<file path="config.mk">
export PLATFORM = sky130hd
export DESIGN_NAME = fetch_top
export DESIGN_NICKNAME = d
export VERILOG_FILES = /design/src/source/fetch_pkg.sv /design/src/source/fetch_pc.sv /design/src/source/fetch_top.sv /design/src/source/icache.sv /design/src/source/icache_mem.sv /design/src/source/icache_refill.sv
export SDC_FILE = /design/constraint.sdc
export NUM_CORES = 1
export LEC_CHECK = 0
export BUFFER_PORTS_ARGS = -buffer_cell sky130_fd_sc_hd__buf_4
export CAP_MARGIN = 40
export CORE_ASPECT_RATIO = 1.4
export CORE_MARGIN = 4
export CORE_UTILIZATION = 32
export DETAILED_ROUTE_END_ITERATION = 16
export HOLD_SLACK_MARGIN = 0.05
export SLEW_MARGIN = 20
export SYNTH_ARGS = -nofsm -noshare
export SYNTH_HDL_FRONTEND = slang
export SYNTH_SLANG_ARGS = --single-unit
</file>
<file path="constraint.sdc">
create_clock -name clk_i -period 10.95 [get_ports clk_i]
set_clock_uncertainty 0.2 [all_clocks]
set_input_delay 2.19 -clock clk_i [delete_from_list [all_inputs] [get_ports clk_i]]
set_output_delay 2.19 -clock clk_i [all_outputs]
set_load 0.01 [all_outputs]
</file>
<file path="src/source/fetch_pkg.sv">
/* fetch_pkg
   widths, RV32 opcodes and packed records shared by the instruction fetch
   front end: PC unit, instruction cache and refill engine */
package fetch_pkg;

  // RV32 word and address space
  localparam int instr_width_lp     = 32;
  localparam int byte_addr_width_lp = instr_width_lp;

  // cache geometry
  localparam int icache_tag_width_lp  = 6;
  localparam int icache_entries_lp    = 16;
  localparam int icache_addr_width_lp = $clog2(icache_entries_lp);

  // word address PC, tag above index
  localparam int pc_width_lp = icache_tag_width_lp + icache_addr_width_lp;

  // immediate widths, sign bit not counted
  localparam int bimm_width_lp = 12;
  localparam int jimm_width_lp = 20;

  // byte-address split for the write-time target adder
  localparam int bpc_low_width_lp  = bimm_width_lp + 1;
  localparam int jpc_low_width_lp  = jimm_width_lp + 1;
  localparam int bpc_high_width_lp = byte_addr_width_lp - bpc_low_width_lp;
  localparam int jpc_high_width_lp = byte_addr_width_lp - jpc_low_width_lp;

  // major opcodes
  localparam logic [6:0] op_branch_lp = 7'b1100011;
  localparam logic [6:0] op_jal_lp    = 7'b1101111;
  localparam logic [6:0] op_jalr_lp   = 7'b1100111;

  // R-type field layout, other formats reuse the same bits
  typedef struct packed {
    logic [6:0] funct7;
    logic [4:0] rs2;
    logic [4:0] rs1;
    logic [2:0] funct3;
    logic [4:0] rd;
    logic [6:0] op;
  } instr_s;

  // one cache line, precomputed sign and carry kept beside the tag
  typedef struct packed {
    logic                           lower_sign;
    logic                           lower_cout;
    logic [icache_tag_width_lp-1:0] tag;
    instr_s                         instr;
  } icache_entry_s;

  // refill write into the cache
  typedef struct packed {
    logic [pc_width_lp-1:0] pc;
    instr_s                 instr;
  } refill_wr_s;

  // fetched word with its PC and predicted next PC
  typedef struct packed {
    logic [pc_width_lp-1:0] pc;
    instr_s                 instr;
    logic [pc_width_lp-1:0] pred_addr;
  } fetch_out_s;

endpackage

</file>
<file path="src/source/fetch_pc.sv">
/* fetch_pc
   PC register and next-PC choice: redirect, then replay, then static
   prediction of the word just fetched, then fall-through */
`timescale 1ns/1ps

module fetch_pc (
  input                                     clk_i,
  input                                     reset_i,
  input                                     stall_i,
  input                                     replay_v_i,
  input        [fetch_pkg::pc_width_lp-1:0] replay_pc_i,
  input                                     redirect_v_i,
  input        [fetch_pkg::pc_width_lp-1:0] redirect_pc_i,
  input                                     hit_i,
  input  fetch_pkg::fetch_out_s             fetch_i,
  output logic                              rd_v_o,
  output logic [fetch_pkg::pc_width_lp-1:0] rd_pc_o
);
  import fetch_pkg::*;

  // fall-through address, last issued PC plus one
  logic [pc_width_lp-1:0] pc_r;
  logic                   rd_v_r;
  logic                   redirect_pend_r;
  logic                   miss_seen;
  logic                   busy;
  logic                   is_branch;
  logic                   is_jump;
  logic                   taken;

  // read went out last cycle but did not hit, refill starts next edge
  assign miss_seen = rd_v_r & ~hit_i;
  assign busy      = stall_i | miss_seen;

  // static rule, JAL and JALR always, branch only when backward
  assign is_branch = fetch_i.instr.op == op_branch_lp;
  assign is_jump   = (fetch_i.instr.op == op_jal_lp) | (fetch_i.instr.op == op_jalr_lp);
  assign taken     = is_jump | (is_branch & fetch_i.instr.funct7[6]);

  always_comb begin
    if (redirect_v_i) begin
      rd_pc_o = redirect_pc_i;
    end else if (replay_v_i) begin
      // a redirect seen during refill replaces the replayed PC
      rd_pc_o = redirect_pend_r ? pc_r : replay_pc_i;
    end else if (hit_i & taken) begin
      rd_pc_o = fetch_i.pred_addr;
    end else if (hit_i) begin
      rd_pc_o = fetch_i.pc + 1'b1;
    end else begin
      rd_pc_o = pc_r;
    end
  end

  // replay is the one read allowed while the refill holds stall
  assign rd_v_o = ~busy | replay_v_i;

  always_ff @(posedge clk_i) begin
    if (reset_i) begin
      pc_r            <= '0;
      rd_v_r          <= 1'b0;
      redirect_pend_r <= 1'b0;
    end else begin
      rd_v_r <= rd_v_o;
      if (rd_v_o) begin
        pc_r            <= rd_pc_o + 1'b1;
        redirect_pend_r <= 1'b0;
      end else if (redirect_v_i) begin
        // park the target until the replay slot
        pc_r            <= redirect_pc_i;
        redirect_pend_r <= 1'b1;
      end
    end
  end

endmodule

</file>
<file path="src/source/fetch_top.sv">
/* fetch_top
   instruction fetch front end; PC unit, direct-mapped cache with
   precomputed targets, and the single-word refill engine */
`timescale 1ns/1ps

module fetch_top (
  input                                        clk_i,
  input                                        reset_i,
  input                                        redirect_v_i,
  input        [fetch_pkg::pc_width_lp-1:0]    redirect_pc_i,
  input        [fetch_pkg::pc_width_lp-1:0]    jalr_pred_i,
  output logic                                 mem_v_o,
  output logic [fetch_pkg::pc_width_lp-1:0]    mem_addr_o,
  input        [fetch_pkg::instr_width_lp-1:0] mem_data_i,
  output logic                                 fetch_v_o,
  output fetch_pkg::fetch_out_s                fetch_o
);
  import fetch_pkg::*;

  logic                   rd_v;
  logic [pc_width_lp-1:0] rd_pc;
  logic                   miss;
  logic                   stall;
  logic                   replay_v;
  logic [pc_width_lp-1:0] replay_pc;
  logic                   wr_v;
  refill_wr_s             wr;

  // cache hit doubles as the fetch valid
  fetch_pc pc_unit (
    .clk_i        (clk_i),
    .reset_i      (reset_i),
    .stall_i      (stall),
    .replay_v_i   (replay_v),
    .replay_pc_i  (replay_pc),
    .redirect_v_i (redirect_v_i),
    .redirect_pc_i(redirect_pc_i),
    .hit_i        (fetch_v_o),
    .fetch_i      (fetch_o),
    .rd_v_o       (rd_v),
    .rd_pc_o      (rd_pc)
  );

  icache cache (
    .clk_i      (clk_i),
    .reset_i    (reset_i),
    .rd_v_i     (rd_v),
    .rd_pc_i    (rd_pc),
    .jalr_pred_i(jalr_pred_i),
    .wr_v_i     (wr_v),
    .wr_i       (wr),
    .fetch_o    (fetch_o),
    .hit_o      (fetch_v_o),
    .miss_o     (miss)
  );

  // missed PC is the cache's registered read PC
  icache_refill refill (
    .clk_i      (clk_i),
    .reset_i    (reset_i),
    .miss_i     (miss),
    .miss_pc_i  (fetch_o.pc),
    .mem_v_o    (mem_v_o),
    .mem_addr_o (mem_addr_o),
    .mem_data_i (mem_data_i),
    .wr_v_o     (wr_v),
    .wr_o       (wr),
    .replay_v_o (replay_v),
    .replay_pc_o(replay_pc),
    .stall_o    (stall)
  );

endmodule

</file>
<file path="src/source/icache.sv">
/* icache
   direct-mapped instruction cache; branch and JAL words get their target
   low part added in on write, and the read side only bumps the high part
   by the stored sign and carry before choosing the predicted next PC */
`timescale 1ns/1ps

module icache (
  input                                     clk_i,
  input                                     reset_i,
  input                                     rd_v_i,
  input        [fetch_pkg::pc_width_lp-1:0] rd_pc_i,
  input        [fetch_pkg::pc_width_lp-1:0] jalr_pred_i,
  input                                     wr_v_i,
  input  fetch_pkg::refill_wr_s             wr_i,
  output fetch_pkg::fetch_out_s             fetch_o,
  output logic                              hit_o,
  output logic                              miss_o
);
  import fetch_pkg::*;

  // B-type immediate as a 13-bit byte offset
  function automatic logic [bpc_low_width_lp-1:0] bimm_get(
    input logic [instr_width_lp-1:0] w
  );
    return {w[31], w[7], w[30:25], w[11:8], 1'b0};
  endfunction

  // J-type immediate as a 21-bit byte offset
  function automatic logic [jpc_low_width_lp-1:0] jimm_get(
    input logic [instr_width_lp-1:0] w
  );
    return {w[31], w[19:12], w[20], w[30:21], 1'b0};
  endfunction

  // bit 0 of the sum is always zero, so it is dropped
  function automatic logic [instr_width_lp-1:0] bimm_put(
    input logic [instr_width_lp-1:0]   w,
    input logic [bpc_low_width_lp-1:0] s
  );
    logic [instr_width_lp-1:0] r;
    r        = w;
    r[31]    = s[12];
    r[7]     = s[11];
    r[30:25] = s[10:5];
    r[11:8]  = s[4:1];
    return r;
  endfunction

  function automatic logic [instr_width_lp-1:0] jimm_put(
    input logic [instr_width_lp-1:0]   w,
    input logic [jpc_low_width_lp-1:0] s
  );
    logic [instr_width_lp-1:0] r;
    r        = w;
    r[31]    = s[20];
    r[19:12] = s[19:12];
    r[20]    = s[11];
    r[30:21] = s[10:1];
    return r;
  endfunction

  logic [icache_addr_width_lp-1:0] wr_idx;
  logic [icache_tag_width_lp-1:0]  wr_tag;
  logic [byte_addr_width_lp-1:0]   wr_pc_byte;
  logic [bpc_low_width_lp-1:0]     wr_bimm;
  logic [bpc_low_width_lp-1:0]     wr_bsum;
  logic                            wr_bcout;
  logic [jpc_low_width_lp-1:0]     wr_jimm;
  logic [jpc_low_width_lp-1:0]     wr_jsum;
  logic                            wr_jcout;
  icache_entry_s                   entry_in;
  icache_entry_s                   rd_entry;
  logic [icache_addr_width_lp-1:0] mem_addr;
  logic [icache_entries_lp-1:0]    valid_r;
  logic                            rd_v_r;
  logic                            rd_valid_r;
  logic [pc_width_lp-1:0]          pc_r;
  logic [byte_addr_width_lp-1:0]   pc_r_byte;
  logic                            keep_high;
  logic                            high_up;
  logic [bpc_high_width_lp-1:0]    bpc_high;
  logic [bpc_high_width_lp-1:0]    bpc_high_out;
  logic [jpc_high_width_lp-1:0]    jpc_high;
  logic [jpc_high_width_lp-1:0]    jpc_high_out;
  logic [byte_addr_width_lp-1:0]   btarget;
  logic [byte_addr_width_lp-1:0]   jtarget;
  logic [pc_width_lp-1:0]          pred_addr;
  instr_s                          out_instr;
  logic                            rd_is_branch;
  logic                            rd_is_jal;

  // write PC split and zero-extended byte address
  assign wr_idx     = wr_i.pc[icache_addr_width_lp-1:0];
  assign wr_tag     = wr_i.pc[icache_addr_width_lp +: icache_tag_width_lp];
  assign wr_pc_byte = byte_addr_width_lp'({wr_i.pc, 2'b00});

  // low-part adders, carry kept for the read side
  assign wr_bimm = bimm_get(wr_i.instr);
  assign wr_jimm = jimm_get(wr_i.instr);
  assign {wr_bcout, wr_bsum} = {1'b0, wr_bimm} + {1'b0, wr_pc_byte[bpc_low_width_lp-1:0]};
  assign {wr_jcout, wr_jsum} = {1'b0, wr_jimm} + {1'b0, wr_pc_byte[jpc_low_width_lp-1:0]};

  // sum replaces the immediate, other opcodes pass unchanged
  always_comb begin
    entry_in.tag = wr_tag;
    if (wr_i.instr.op == op_branch_lp) begin
      entry_in.instr      = bimm_put(wr_i.instr, wr_bsum);
      entry_in.lower_sign = wr_bimm[bpc_low_width_lp-1];
      entry_in.lower_cout = wr_bcout;
    end else if (wr_i.instr.op == op_jal_lp) begin
      entry_in.instr      = jimm_put(wr_i.instr, wr_jsum);
      entry_in.lower_sign = wr_jimm[jpc_low_width_lp-1];
      entry_in.lower_cout = wr_jcout;
    end else begin
      entry_in.instr      = wr_i.instr;
      entry_in.lower_sign = 1'b0;
      entry_in.lower_cout = 1'b0;
    end
  end

  // refill write takes the port over the read
  assign mem_addr = wr_v_i ? wr_idx : rd_pc_i[icache_addr_width_lp-1:0];

  icache_mem mem (
    .clk_i  (clk_i),
    .reset_i(reset_i),
    .v_i    (wr_v_i | rd_v_i),
    .w_i    (wr_v_i),
    .addr_i (mem_addr),
    .data_i (entry_in),
    .data_o (rd_entry)
  );

  // read PC and valid bit travel with the array read
  always_ff @(posedge clk_i) begin
    if (reset_i) begin
      valid_r    <= '0;
      rd_v_r     <= 1'b0;
      rd_valid_r <= 1'b0;
      pc_r       <= '0;
    end else begin
      rd_v_r <= rd_v_i;
      if (wr_v_i) begin
        valid_r[wr_idx] <= 1'b1;
      end
      if (rd_v_i) begin
        pc_r       <= rd_pc_i;
        rd_valid_r <= valid_r[rd_pc_i[icache_addr_width_lp-1:0]];
      end
    end
  end

  // merge in the 32-bit byte space, then cut to the word PC
  assign pc_r_byte = byte_addr_width_lp'({pc_r, 2'b00});
  assign bpc_high  = pc_r_byte[byte_addr_width_lp-1 -: bpc_high_width_lp];
  assign jpc_high  = pc_r_byte[byte_addr_width_lp-1 -: jpc_high_width_lp];

  // sign == cout keeps the high part, 0/1 steps up, 1/0 steps down
  assign keep_high = ~(rd_entry.lower_sign ^ rd_entry.lower_cout);
  assign high_up   = ~rd_entry.lower_sign & rd_entry.lower_cout;

  always_comb begin
    if (keep_high) begin
      bpc_high_out = bpc_high;
      jpc_high_out = jpc_high;
    end else if (high_up) begin
      bpc_high_out = bpc_high + 1'b1;
      jpc_high_out = jpc_high + 1'b1;
    end else begin
      bpc_high_out = bpc_high - 1'b1;
      jpc_high_out = jpc_high - 1'b1;
    end
  end

  assign btarget = {bpc_high_out, bimm_get(rd_entry.instr)};
  assign jtarget = {jpc_high_out, jimm_get(rd_entry.instr)};

  assign rd_is_branch = rd_entry.instr.op == op_branch_lp;
  assign rd_is_jal    = rd_entry.instr.op == op_jal_lp;

  always_comb begin
    if (rd_is_jal) begin
      pred_addr = jtarget[2 +: pc_width_lp];
    end else if (rd_entry.instr.op == op_jalr_lp) begin
      pred_addr = jalr_pred_i;
    end else begin
      pred_addr = btarget[2 +: pc_width_lp];
    end
  end

  // bit 31 shows the original immediate sign again, used by static prediction
  always_comb begin
    out_instr = rd_entry.instr;
    if (rd_is_branch | rd_is_jal) begin
      out_instr.funct7[6] = rd_entry.lower_sign;
    end
  end

  assign fetch_o = '{pc: pc_r, instr: out_instr, pred_addr: pred_addr};

  // an invalid entry decides the miss before its tag is looked at
  assign miss_o = rd_v_r & (~rd_valid_r | (rd_entry.tag != pc_r[pc_width_lp-1 -: icache_tag_width_lp]));
  assign hit_o  = rd_v_r & ~miss_o;

  // refill only writes while fetch is frozen
  a_no_rd_wr: assert property (
    @(posedge clk_i) disable iff (reset_i)
    !(wr_v_i && rd_v_i)
  ) else $error("icache: read and write in the same cycle");

  a_miss_known: assert property (
    @(posedge clk_i) disable iff (reset_i)
    !$isunknown(miss_o)
  ) else $error("icache: miss level unknown");

endmodule

</file>
<file path="src/source/icache_mem.sv">
/* icache_mem
   single-port synchronous entry array; a read loads the output register,
   which keeps its word through writes and idle cycles */
`timescale 1ns/1ps

module icache_mem (
  input                                              clk_i,
  input                                              reset_i,
  input                                              v_i,
  input                                              w_i,
  input        [fetch_pkg::icache_addr_width_lp-1:0] addr_i,
  input  fetch_pkg::icache_entry_s                   data_i,
  output fetch_pkg::icache_entry_s                   data_o
);
  import fetch_pkg::*;

  icache_entry_s mem_r [icache_entries_lp];
  icache_entry_s data_r;

  // write wins, read data only moves on a read
  always_ff @(posedge clk_i) begin
    if (v_i & w_i) begin
      mem_r[addr_i] <= data_i;
    end else if (v_i) begin
      data_r <= mem_r[addr_i];
    end
  end

  // held word lets a stalled fetch see the same entry
  assign data_o = data_r;

  // index must be known on any access
  a_addr_known: assert property (
    @(posedge clk_i) disable iff (reset_i)
    v_i |-> !$isunknown(addr_i)
  ) else $error("icache_mem: unknown address on access");

endmodule

</file>
<file path="src/source/icache_refill.sv">
/* icache_refill
   miss handler; latches the missing PC, reads one word from backing
   memory with fixed one-cycle latency, writes it and asks for a replay */
`timescale 1ns/1ps

module icache_refill (
  input                                        clk_i,
  input                                        reset_i,
  input                                        miss_i,
  input        [fetch_pkg::pc_width_lp-1:0]    miss_pc_i,
  output logic                                 mem_v_o,
  output logic [fetch_pkg::pc_width_lp-1:0]    mem_addr_o,
  input        [fetch_pkg::instr_width_lp-1:0] mem_data_i,
  output logic                                 wr_v_o,
  output fetch_pkg::refill_wr_s                wr_o,
  output logic                                 replay_v_o,
  output logic [fetch_pkg::pc_width_lp-1:0]    replay_pc_o,
  output logic                                 stall_o
);
  import fetch_pkg::*;

  typedef enum logic [1:0] {
    s_idle,
    s_req,
    s_write,
    s_replay
  } state_e;

  state_e                 state_r;
  state_e                 state_n;
  logic [pc_width_lp-1:0] miss_pc_r;

  // one pass per miss, no early exit
  always_comb begin
    state_n = state_r;
    case (state_r)
      s_idle:   if (miss_i) state_n = s_req;
      s_req:    state_n = s_write;
      s_write:  state_n = s_replay;
      s_replay: state_n = s_idle;
      default:  state_n = s_idle;
    endcase
  end

  always_ff @(posedge clk_i) begin
    if (reset_i) begin
      state_r <= s_idle;
    end else begin
      state_r <= state_n;
    end
  end

  // missing PC captured only when idle
  always_ff @(posedge clk_i) begin
    if ((state_r == s_idle) && miss_i) begin
      miss_pc_r <= miss_pc_i;
    end
  end

  assign mem_v_o    = state_r == s_req;
  assign mem_addr_o = miss_pc_r;

  // data arrives the cycle after the request, written straight through
  assign wr_v_o = state_r == s_write;
  assign wr_o   = '{pc: miss_pc_r, instr: mem_data_i};

  assign replay_v_o  = state_r == s_replay;
  assign replay_pc_o = miss_pc_r;
  assign stall_o     = state_r != s_idle;

  // fetch is frozen while busy, no second miss may arrive
  a_no_miss_busy: assert property (
    @(posedge clk_i) disable iff (reset_i)
    stall_o |-> !miss_i
  ) else $error("icache_refill: miss arrived while refill busy");

endmodule

</file>
# --- After elaboration in Yosys (flattened, before gate mapping) ---
# Memories as Yosys holds them, arrays and structs flattened. A register that Yosys moved wholly into a read port is not among the register bits.
# Cells that the tools add are included.
# W data, S select, Z words.
totals:
  register_bits: 51
  mem_bits_rw: 640
  input_bits: 55
  output_inout_bits: 64
  elab_cells: 75
  memories: 1
op_classes:
  n_addsub: 4
  magnitude_cmp: 3
  n_eq_ne: 10
  muxes: 23
  bitwise_logic: 19
  n_reduce_logical: 7
mem_list:
  columns: ["name", "words", "width", "rd", "rd_clocked_by_memory_dff", "wr", "line", "text"]
  rows:
  - ["cache.mem.mem_r", 16, 40, 1, 1, 1, "icache_mem.sv:17", "icache_entry_s mem_r [icache_entries_lp];"]
op_table:
  columns: ["cell", "n"]
  rows:
  - ["$mux W10", 9]
  - ["$mux W32", 2]
  - ["$eq A7 B7 Y1 const B", 5]
  - ["$add A21 B12 Y22", 1]
  - ["$add A10 B1 Y10 const B", 2]
  - ["$or A16 B16 Y16", 1]
  - ["$add A13 B12 Y14", 1]
  - ["$lt A4 B5 Y1 const B", 2]
  - ["$pmux W2 S4", 1]
  - ["$or A1 B1 Y1", 7]
  - ["$and A1 B1 Y1", 6]
  - ["$mux W2", 3]
  - ["$ne A6 B6 Y1", 1]
  - ["$mux W1", 5]
  - ["$not A1 Y1", 5]
  - ["$bmux W1 S4", 1]
  - ["$demux W1 S4", 1]
  - ["$eq A2 B2 Y1 const B", 2]
  - ["$ge A4 B1 Y1 const B", 1]
  - ["$mux W4", 1]
  - ["$reduce_bool A2 Y1", 2]
  - ["$eq A2 B1 Y1 const B", 1]
  - ["$logic_and A1 B1 Y1", 2]
  - ["$logic_not A2 Y1", 1]
  - ["3 further kinds", 3]

# --- Logic depth before layout (Yosys ltp) ---
# Gate-level depths: netlist of the first run.
logic_depth:
  depth_word: 14
  ltp_mapped: 14
  depth_no_buf: 12

# --- Hierarchy ---
# Synthesis of the first run repeated with hierarchy kept, for this count alone.
hier_totals:
  cells_unflattened: 1636
  hier_area_um2: 30162.7
by_module_without_submodules:
  columns: ["module", "n_inst", "cells_each", "area_each_um2", "seq_area_each_um2"]
  rows:
  - ["icache_mem", 1, 1044, 25186.7, 20419.6]
  - ["icache", 1, 323, 2607.5, 560.5]
  - ["fetch_pc", 1, 190, 1521.5, 240.2]
  - ["icache_refill", 1, 79, 847.1, 340.3]

# --- Worst setup path before layout of the first run ---
# OpenSTA, ideal clock, no wires.
synth_path:
  path_kind: "input to register"
  start: "input port redirect_v_i"
  end: "memory cache.mem.mem_r[2][0] (netlist name) (enable)"
  setup_ns: 0.435
  t_arrival_ns: 5.199
  t_required_ns: 10.315
  setup_slack_ns: 5.115
  stages: 7
  n_path_buf: 2
  cell_sequence: "clkbuf_1 clkbuf_1 a21oi_1 o22a_4 mux2i_4 nand2_1 nor2_1"
synth_between:
  elab_chain_len: 2
synth_rtl:
  columns: ["item", "line", "text"]
  rows:
  - ["start: declaration", "fetch_top.sv:9", "input redirect_v_i,"]
  - ["$mux W10", "fetch_pc.sv:41", "if (redirect_v_i) begin"]
  - ["$mux W4", "icache.sv:122", "assign mem_addr = wr_v_i ? wr_idx : rd_pc_i[icache_addr_width_lp-1:0];"]
  - ["end: declaration", "icache_mem.sv:17", null]
# Every way passes these cells.

==> results.json, run 1 <==
{
  "status": "complete, no violations",
  "path_delay_family": "multiplexers",
  "crit_buf_inv": 2,
  "hold_viol": 0,
  "wl_per_cell_um": 22.6,
  "synth.cell_area_mm2": 0.0303,
  "finalMaxSlewViolations": 0,
  "synth_fp_nets": 2602,
  "track_usage_pct": 17.2,
  "numCtsBuffers": 68,
  "worstSetupEndpointType": "output port",
  "antenna_left": 0,
  "max_freq_mhz": 166,
  "p_int_mw": 5.56,
  "coreArea_mm2": 0.0940,
  "nets": 2674,
  "cts.sinks": 714,
  "tns_ns": 0,
  "p_sw_share_pct": 36.7,
  "grt_max_degree": 203,
  "final_common_cell": "nand2_1",
  "hold_depth": 2,
  "cp_cell_sequence": "buf_4 -> mux2i_1 -> o21ai_0 -> buf_4",
  "required_ns": 8.56,
  "path_common_cell": "buf_4",
  "io_pins": 119,
  "grt_pass1_vias": 19500,
  "dieArea_mm2": 0.0999,
  "gp_congestion": 0.839,
  "grt_overflow": 0,
  "yosysWarningCount": 0,
  "clkPwrFrac_pct": 26.1,
  "hpwl_um": 51400,
  "ys_ff_latch": 714,
  "vdd_drop_max_uv": 189,
  "clock_latency_ns": 0.62,
  "viasPerCell": 5.19,
  "start_util_pct": 32.3,
  "critPathArrivalTime_ns": 3.62,
  "synth_enable_flop_cells": 673,
  "clock-root-buffer": "clkbuf_16",
  "ys_types": 79,
  "reg2regPathDepth": 8,
  "syn_avg_cell_area_um2": 12.0,
  "die_h_um": 372,
  "num_rows": 133,
  "fillers": 8963,
  "area.growth.synth_to_final_pct": 14.5,
  "p_per_area_mw_per_mm2": 253,
  "seqPwrFrac_pct": 40.8,
  "max_stage_delay_ns": 0.71,
  "slew_headroom_pct": 2.39,
  "cts_hold_buf": 0,
  "clk_pin_slew_ns": 0.06,
  "drtPass1Iterations": 6,
  "drt_iter0_drc": 1762,
  "yosysSeqAreaShare_pct": 69.3,
  "cp_max_fo": 2,
  "period_needed_ns": 6.01,
  "synthArstFlopShare_pct": 0,
  "io_buffers": 118,
  "synth_flop_cell": "edfxtp_1",
  "setup_violations": 0,
  "path_class": "in -> out",
  "htreeDepth": 3,
  "p_leak_nw": 12.2,
  "cp_num_cells": 4,
  "cts_setup_buffers": 0,
  "wl_um": 87700,
  "cts_max_path_buffers": 3,
  "grt_pass1_wl_um": 129000,
  "layout_common_cells": "nand2_1, edfxtp_1, nand3_1",
  "hold_class": "reg -> reg",
  "pwr-share-comb_pct": 33.1,
  "p_sw_mw": 3.23,
  "rsz0062_at_grt": "false",
  "die_x_um": 268,
  "cpMaxStageDelayCell": "mux2i_1",
  "worst_pin_slew_ns": 1.46,
  "drive_gt1_share_pct": 13.0,
  "drv_cap": 0,
  "vias": 20100,
  "cts-resized-gates": 0,
  "cts_tree": "built",
  "finalCritPeriodShare_pct": 54.9,
  "antenna_found_initial": 14,
  "synthCells": 2524,
  "finalPower_mw": 8.79,
  "drc_errors": 0,
  "critPathLaunchType": "input pin"
}
-- worst reg2reg max path, stage by stage (launching register included) --
cell and delay (ns):
edfxtp_1 0.95, mux2i_1 0.90, a211oi_1 0.22, a2111oi_2 0.43
o21ai_2 0.29, mux2i_4 0.36, nand2_1 0.37, nor2_4 0.69
buf_4 0.55
-- stage by stage --
stage	utilization [%]	cells	instance area [µm²]	hold WS (ns)	worst slack, ns
2_1_floorplan	-	2524	30300	0.229	5.12
3_3_place_gp	34.2	3717	32200	0.241	4.58
3_5_place_dp	34.6	3738	32500	0.251	4.56
4_1_cts	36.9	3862	34600	0.268	5.10
5_1_grt	36.9	3865	34700	0.293	4.98
6_report	36.9	3875	34700	0.265	4.94
-- per-layer routing --
layer	up-vias	GRT usage (%)	share of wire [%]
met5	-	0	0.076
met4	10	4.90	2.3
met3	129	3.58	7.1
met2	694	29.1	49
met1	10000	22.4	42
li1	9222	-	-
-- registers in the layout, indices dropped and copies added, names as in the netlist --
register / cells
refill.state_r: 2
cache.mem.mem_r: 624
cache.pc_r: 10
cache.mem.data_o: 39
pc_unit.redirect_pend_r: 1
cache.rd_v_r: 1
cache.valid_r: 16
cache.rd_valid_r: 1
refill.mem_addr_o: 10
pc_unit.pc_r: 10
-- synthesized netlist by cell type, types with 21 or more instances --
library cell | n | area, µm²
a21oi_1 | 43 | 215
buf_2 | 97 | 485
buf_4 | 46 | 345
clkbuf_1 | 23 | 86.3
dfxtp_1 | 41 | 821
edfxtp_1 | 673 | 20200
ha_1 | 21 | 263
inv_1 | 21 | 78.8
nand2_1 | 698 | 2620
nand3_1 | 483 | 2420
nand4_1 | 45 | 282
nor2_1 | 72 | 270
o21ai_0 | 35 | 175
xnor2_1 | 22 | 193
-- final cells by class --
cell class	count	area [µm²]	share of cell area (%)
clock buffers	85	1810	5.21
multi-input cells	1607	8320	24.0
well taps	1215	1520	4.38
inverters	22	87.6	0.252
diodes	10	25.0	0.0721
repair buffers	183	1610	4.64
flip-flops and latches	714	21000	60.6
clock inverters	39	324	0.933
-- kinds of logic after synthesis --
logic type | Yosys count | share of synthesized area, %
AND/OR/NAND/NOR | 1355 | 19.9
flip-flops | 714 | 69.3
buffers and inverters | 203 | 3.82
AO/OA/AOI/OAI | 156 | 3.53
multiplexers | 37 | 1.42
XOR/XNOR | 36 | 1.04
adder cells (fa/ha/maj) | 23 | 0.998
-- power groups by stage --
| stage | Combinational, mW | Sequential (mW) | Clock, mW |
|---|---|---|---|
| after floorplan | 1.96 | 3.52 | 0 |
| after global placement | 2.78 | 3.65 | 0 |
| after detailed placement | 2.91 | 3.64 | 0 |
| after CTS | 2.92 | 3.58 | 2.34 |
| after global routing | 3.19 | 3.60 | 2.45 |
| final | 2.91 | 3.58 | 2.30 |
-- final timing paths --
path                       startpoint                endpoint  slack (ns)
setup / recovery       jalr_pred_i[2]              fetch_o[2]        4.94
hold / removal       cache.valid_r[1]        cache.valid_r[1]        0.27
setup reg to reg  cache.mem.data_o[3]  cache.mem.mem_r[1][27]        5.61
hold reg to reg      cache.valid_r[1]        cache.valid_r[1]        0.27
No activity file was read; power rests on OpenSTA's default activity.
==> run 2: changes to the inputs <==
--- a/config.mk
+++ b/config.mk
@@ -5,6 +5,7 @@
 export SDC_FILE = /design/constraint.sdc
 export NUM_CORES = 1
 export LEC_CHECK = 0
+export ABC_AREA = 1
 export BUFFER_PORTS_ARGS = -buffer_cell sky130_fd_sc_hd__buf_4
 export CAP_MARGIN = 40
 export CORE_ASPECT_RATIO = 1.4
==> constraint.sdc (replaced) <==
create_clock -name clk_i -period 5.5 [get_ports clk_i]
set_clock_uncertainty 0.2 [all_clocks]
set_input_delay 1.1 -clock clk_i [delete_from_list [all_inputs] [get_ports clk_i]]
set_output_delay 1.1 -clock clk_i [all_outputs]
set_load 0.01 [all_outputs]
==> run 2 against run 1 <==
Register-to-register slack got worse by 4.5 ns; non-clock buffer count rose by 8; worst hold slack got worse by 0.00083 ns; critical path type is now reg -> reg; highest routed layer unchanged; wire length rose by 10%; largest cell class unchanged.
==> results.json, run 2 <==
{
  "status": "complete, no violations",
  "path_common_cell": "nand2_1",
  "path_delay_family": "simple AND/OR/NAND/NOR gates",
  "synthTopCellsByArea": "edfxtp_1, nand2_1, nand3_1",
  "synth.cell_area_mm2": 0.0324,
  "viasPerCell": 4.91,
  "grt_max_degree": 169,
  "reg2regPathDepth": 18,
  "die_h_um": 384,
  "cts_max_path_buffers": 3,
  "register_area_mm2": 0.0210,
  "cts_setup_buffers": 0,
  "hold_viol": 0,
  "vdd_drop_max_uv": 672,
  "p_leak_nw": 15.4,
  "fillers": 9886,
  "drv_cap": 0,
  "slew_headroom_pct": 26.8,
  "cp_max_fo": 22,
  "top_register": "cache.mem.mem_r",
  "syn_avg_cell_area_um2": 9.73,
  "largest_reg_flops": 624,
  "gp_congestion": 0.891,
  "grt_overflow": 0,
  "io_pins": 119,
  "critPathLaunchType": "flop",
  "num_rows": 137,
  "track_usage_pct": 17.7,
  "start_util_pct": 32.4,
  "finalWorstSetupSlack_ns": 1.10,
  "multiInputGateArea_mm2": 0.00964,
  "tns_ns": 0,
  "synth_enable_flop_cells": 673,
  "max_freq_mhz": 227,
  "clock-root-buffer": "clkbuf_16",
  "yosysSeqAreaShare_pct": 64.9,
  "drc_errors": 0,
  "clk_pin_slew_ns": 0.06,
  "cts_tree": "built",
  "synth_flop_cell": "edfxtp_1",
  "finalMaxSlewViolations": 0,
  "area.growth.synth_to_final_pct": 14.0,
  "cts_hold_buf": 0,
  "setup_violations": 0,
  "max_stage_delay_ns": 0.39,
  "cts-resized-gates": 0,
  "dieArea_mm2": 0.106,
  "synthCells": 3327,
  "nets": 3463,
  "wl_per_cell_um": 20.3,
  "critPathArrivalTime_ns": 4.47,
  "hold_class": "reg -> reg",
  "synth_fp_nets": 3405,
  "grt_pass1_wl_um": 142000,
  "antenna_found_initial": 9,
  "yosysWarningCount": 0,
  "yosysMostFrequentCell": "nand2_1",
  "wl_um": 96600,
  "p_per_area_mw_per_mm2": 491,
  "cp_num_cells": 18,
  "cp_cell_sequence": "nand2_1 -> nor2_2 -> nand3b_1 -> nand2_1 -> nand3_2 -> inv_2 -> nand3_1 -> nand3_1 -> nand2_1 -> nand2_1 -> nand2_2 -> a21boi_4 -> inv_2 -> nor2_4 -> buf_4 -> nand2_1 -> inv_2 -> buf_4",
  "synth_top_area_cell": "edfxtp_1",
  "cts.sinks": 714,
  "rsz0062_at_grt": "false",
  "r2r_setup_slack_ns": 1.10,
  "grt_pass1_vias": 22200,
  "hpwl_um": 54600,
  "hold_depth": 2,
  "drt_iter0_drc": 2201,
  "dp_slack_ns": 1.13,
  "period_needed_ns": 4.40,
  "coreArea_mm2": 0.100,
  "crit_buf_inv": 5,
  "path_class": "reg -> reg",
  "htreeDepth": 3,
  "ys_ff_latch": 714,
  "ys_types": 50,
  "io_buffers": 118,
  "yosys-top-cells-count": "nand2_1, edfxtp_1, nand3_1",
  "worst_pin_slew_ns": 1.10,
  "final_common_cell": "nand2_1",
  "worstSetupEndpointType": "flop",
  "drtPass1Iterations": 5,
  "synth.top_cell.area_share_pct": 62.4,
  "numCtsBuffers": 68,
  "required_ns": 5.57,
  "synthArstFlopShare_pct": 0,
  "vias": 23400,
  "die_x_um": 277,
  "drive_gt1_share_pct": 10.1,
  "finalCritPeriodShare_pct": 80.1,
  "antenna_left": 0,
  "layout_common_cells": "nand2_1, edfxtp_1, nand3_1",
  "cpMaxStageDelayCell": "buf_4",
  "clock_latency_ns": 0.63,
  "finalPower_mw": 18.1
}
-- run 2: cell count changes in the layout (fill, tap and decap cells not counted), moves of 9 or more --
cell     change
inv_1      +144
o21ai_0     +13
nand4_1     -37
buf_12      +13
mux2i_1     -16
inv_2       +25
mux2_2      -14
xnor2_1     -17
nand3_1    -127
nor2_4       -9
nand2_1    +877
-- run 2: layer usage --
metal,part of all wire [%],up-vias,global-route usage (%)
met5,0.098,-,0
met4,4.1,14,7.53
met3,6.5,201,3.28
met2,48,782,29.8
met1,41,11300,22.3
li1,-,11100,-
-- run 2: cells by family (layout without fill, tap and decap cells) --
group                    count (synthesis)  in the layout  synth area share [%]
AND/OR/NAND/NOR                       2041           2041                  25.5
adder cells (fa/ha/maj)                 23             23                 0.935
buffers and inverters                  397            509                  5.65
XOR/XNOR                                22             22                 0.595
flip-flops                             714            714                  64.9
multiplexers                             1              1                0.0348
other                                    0              2                     0
AO/OA/AOI/OAI                          129            129                  2.31
-- run 2: area by class of cell --
class | count | area share, %
flip-flops and latches | 714 | 57.0
multi-input cells | 2216 | 26.1
clock buffers | 84 | 4.94
repair buffers | 191 | 4.58
well taps | 1320 | 4.47
inverters | 194 | 1.99
clock inverters | 40 | 0.922
diodes | 2 | 0.0136
-- run 2: power by group --
part | internal (mW) | switching [mW] | total, mW
logic | 1.93 | 4.61 | 6.53
registers | 6.58 | 0.358 | 6.94
clock network | 2.61 | 2.06 | 4.66
-- run 2: worst paths after layout --
path,endpoint,start
min,cache.valid_r[6],cache.valid_r[6]
max,cache.mem.mem_r[4][1],cache.mem.data_o[5]
max reg2reg,cache.mem.mem_r[4][1],cache.mem.data_o[5]
min reg2reg,cache.valid_r[6],cache.valid_r[6]
-- run 2: metrics by stage --
step / hold slack, ns / util (%) / area (µm²) / std cells
detailed placement: 0.255 / 34.7 / 34700 / 4635
CTS: 0.264 / 36.9 / 36900 / 4759
global route: 0.295 / 36.9 / 36900 / 4759
floorplan: 0.227 / - / 32400 / 3327
global placement: 0.248 / 34.6 / 34700 / 4629
finish: 0.264 / 36.9 / 36900 / 4761
-- run 2: worst reg2reg max path: cells and delay by family, from the launching register on --
| kind | cells | cell delay (ns) |
|---|---|---|
| AOI/OAI and AO/OA | 1 | 0.28 |
| buffers and inverters | 5 | 1.13 |
| DFF | 1 | 0.35 |
| and+or+nand+nor | 12 | 2.06 |
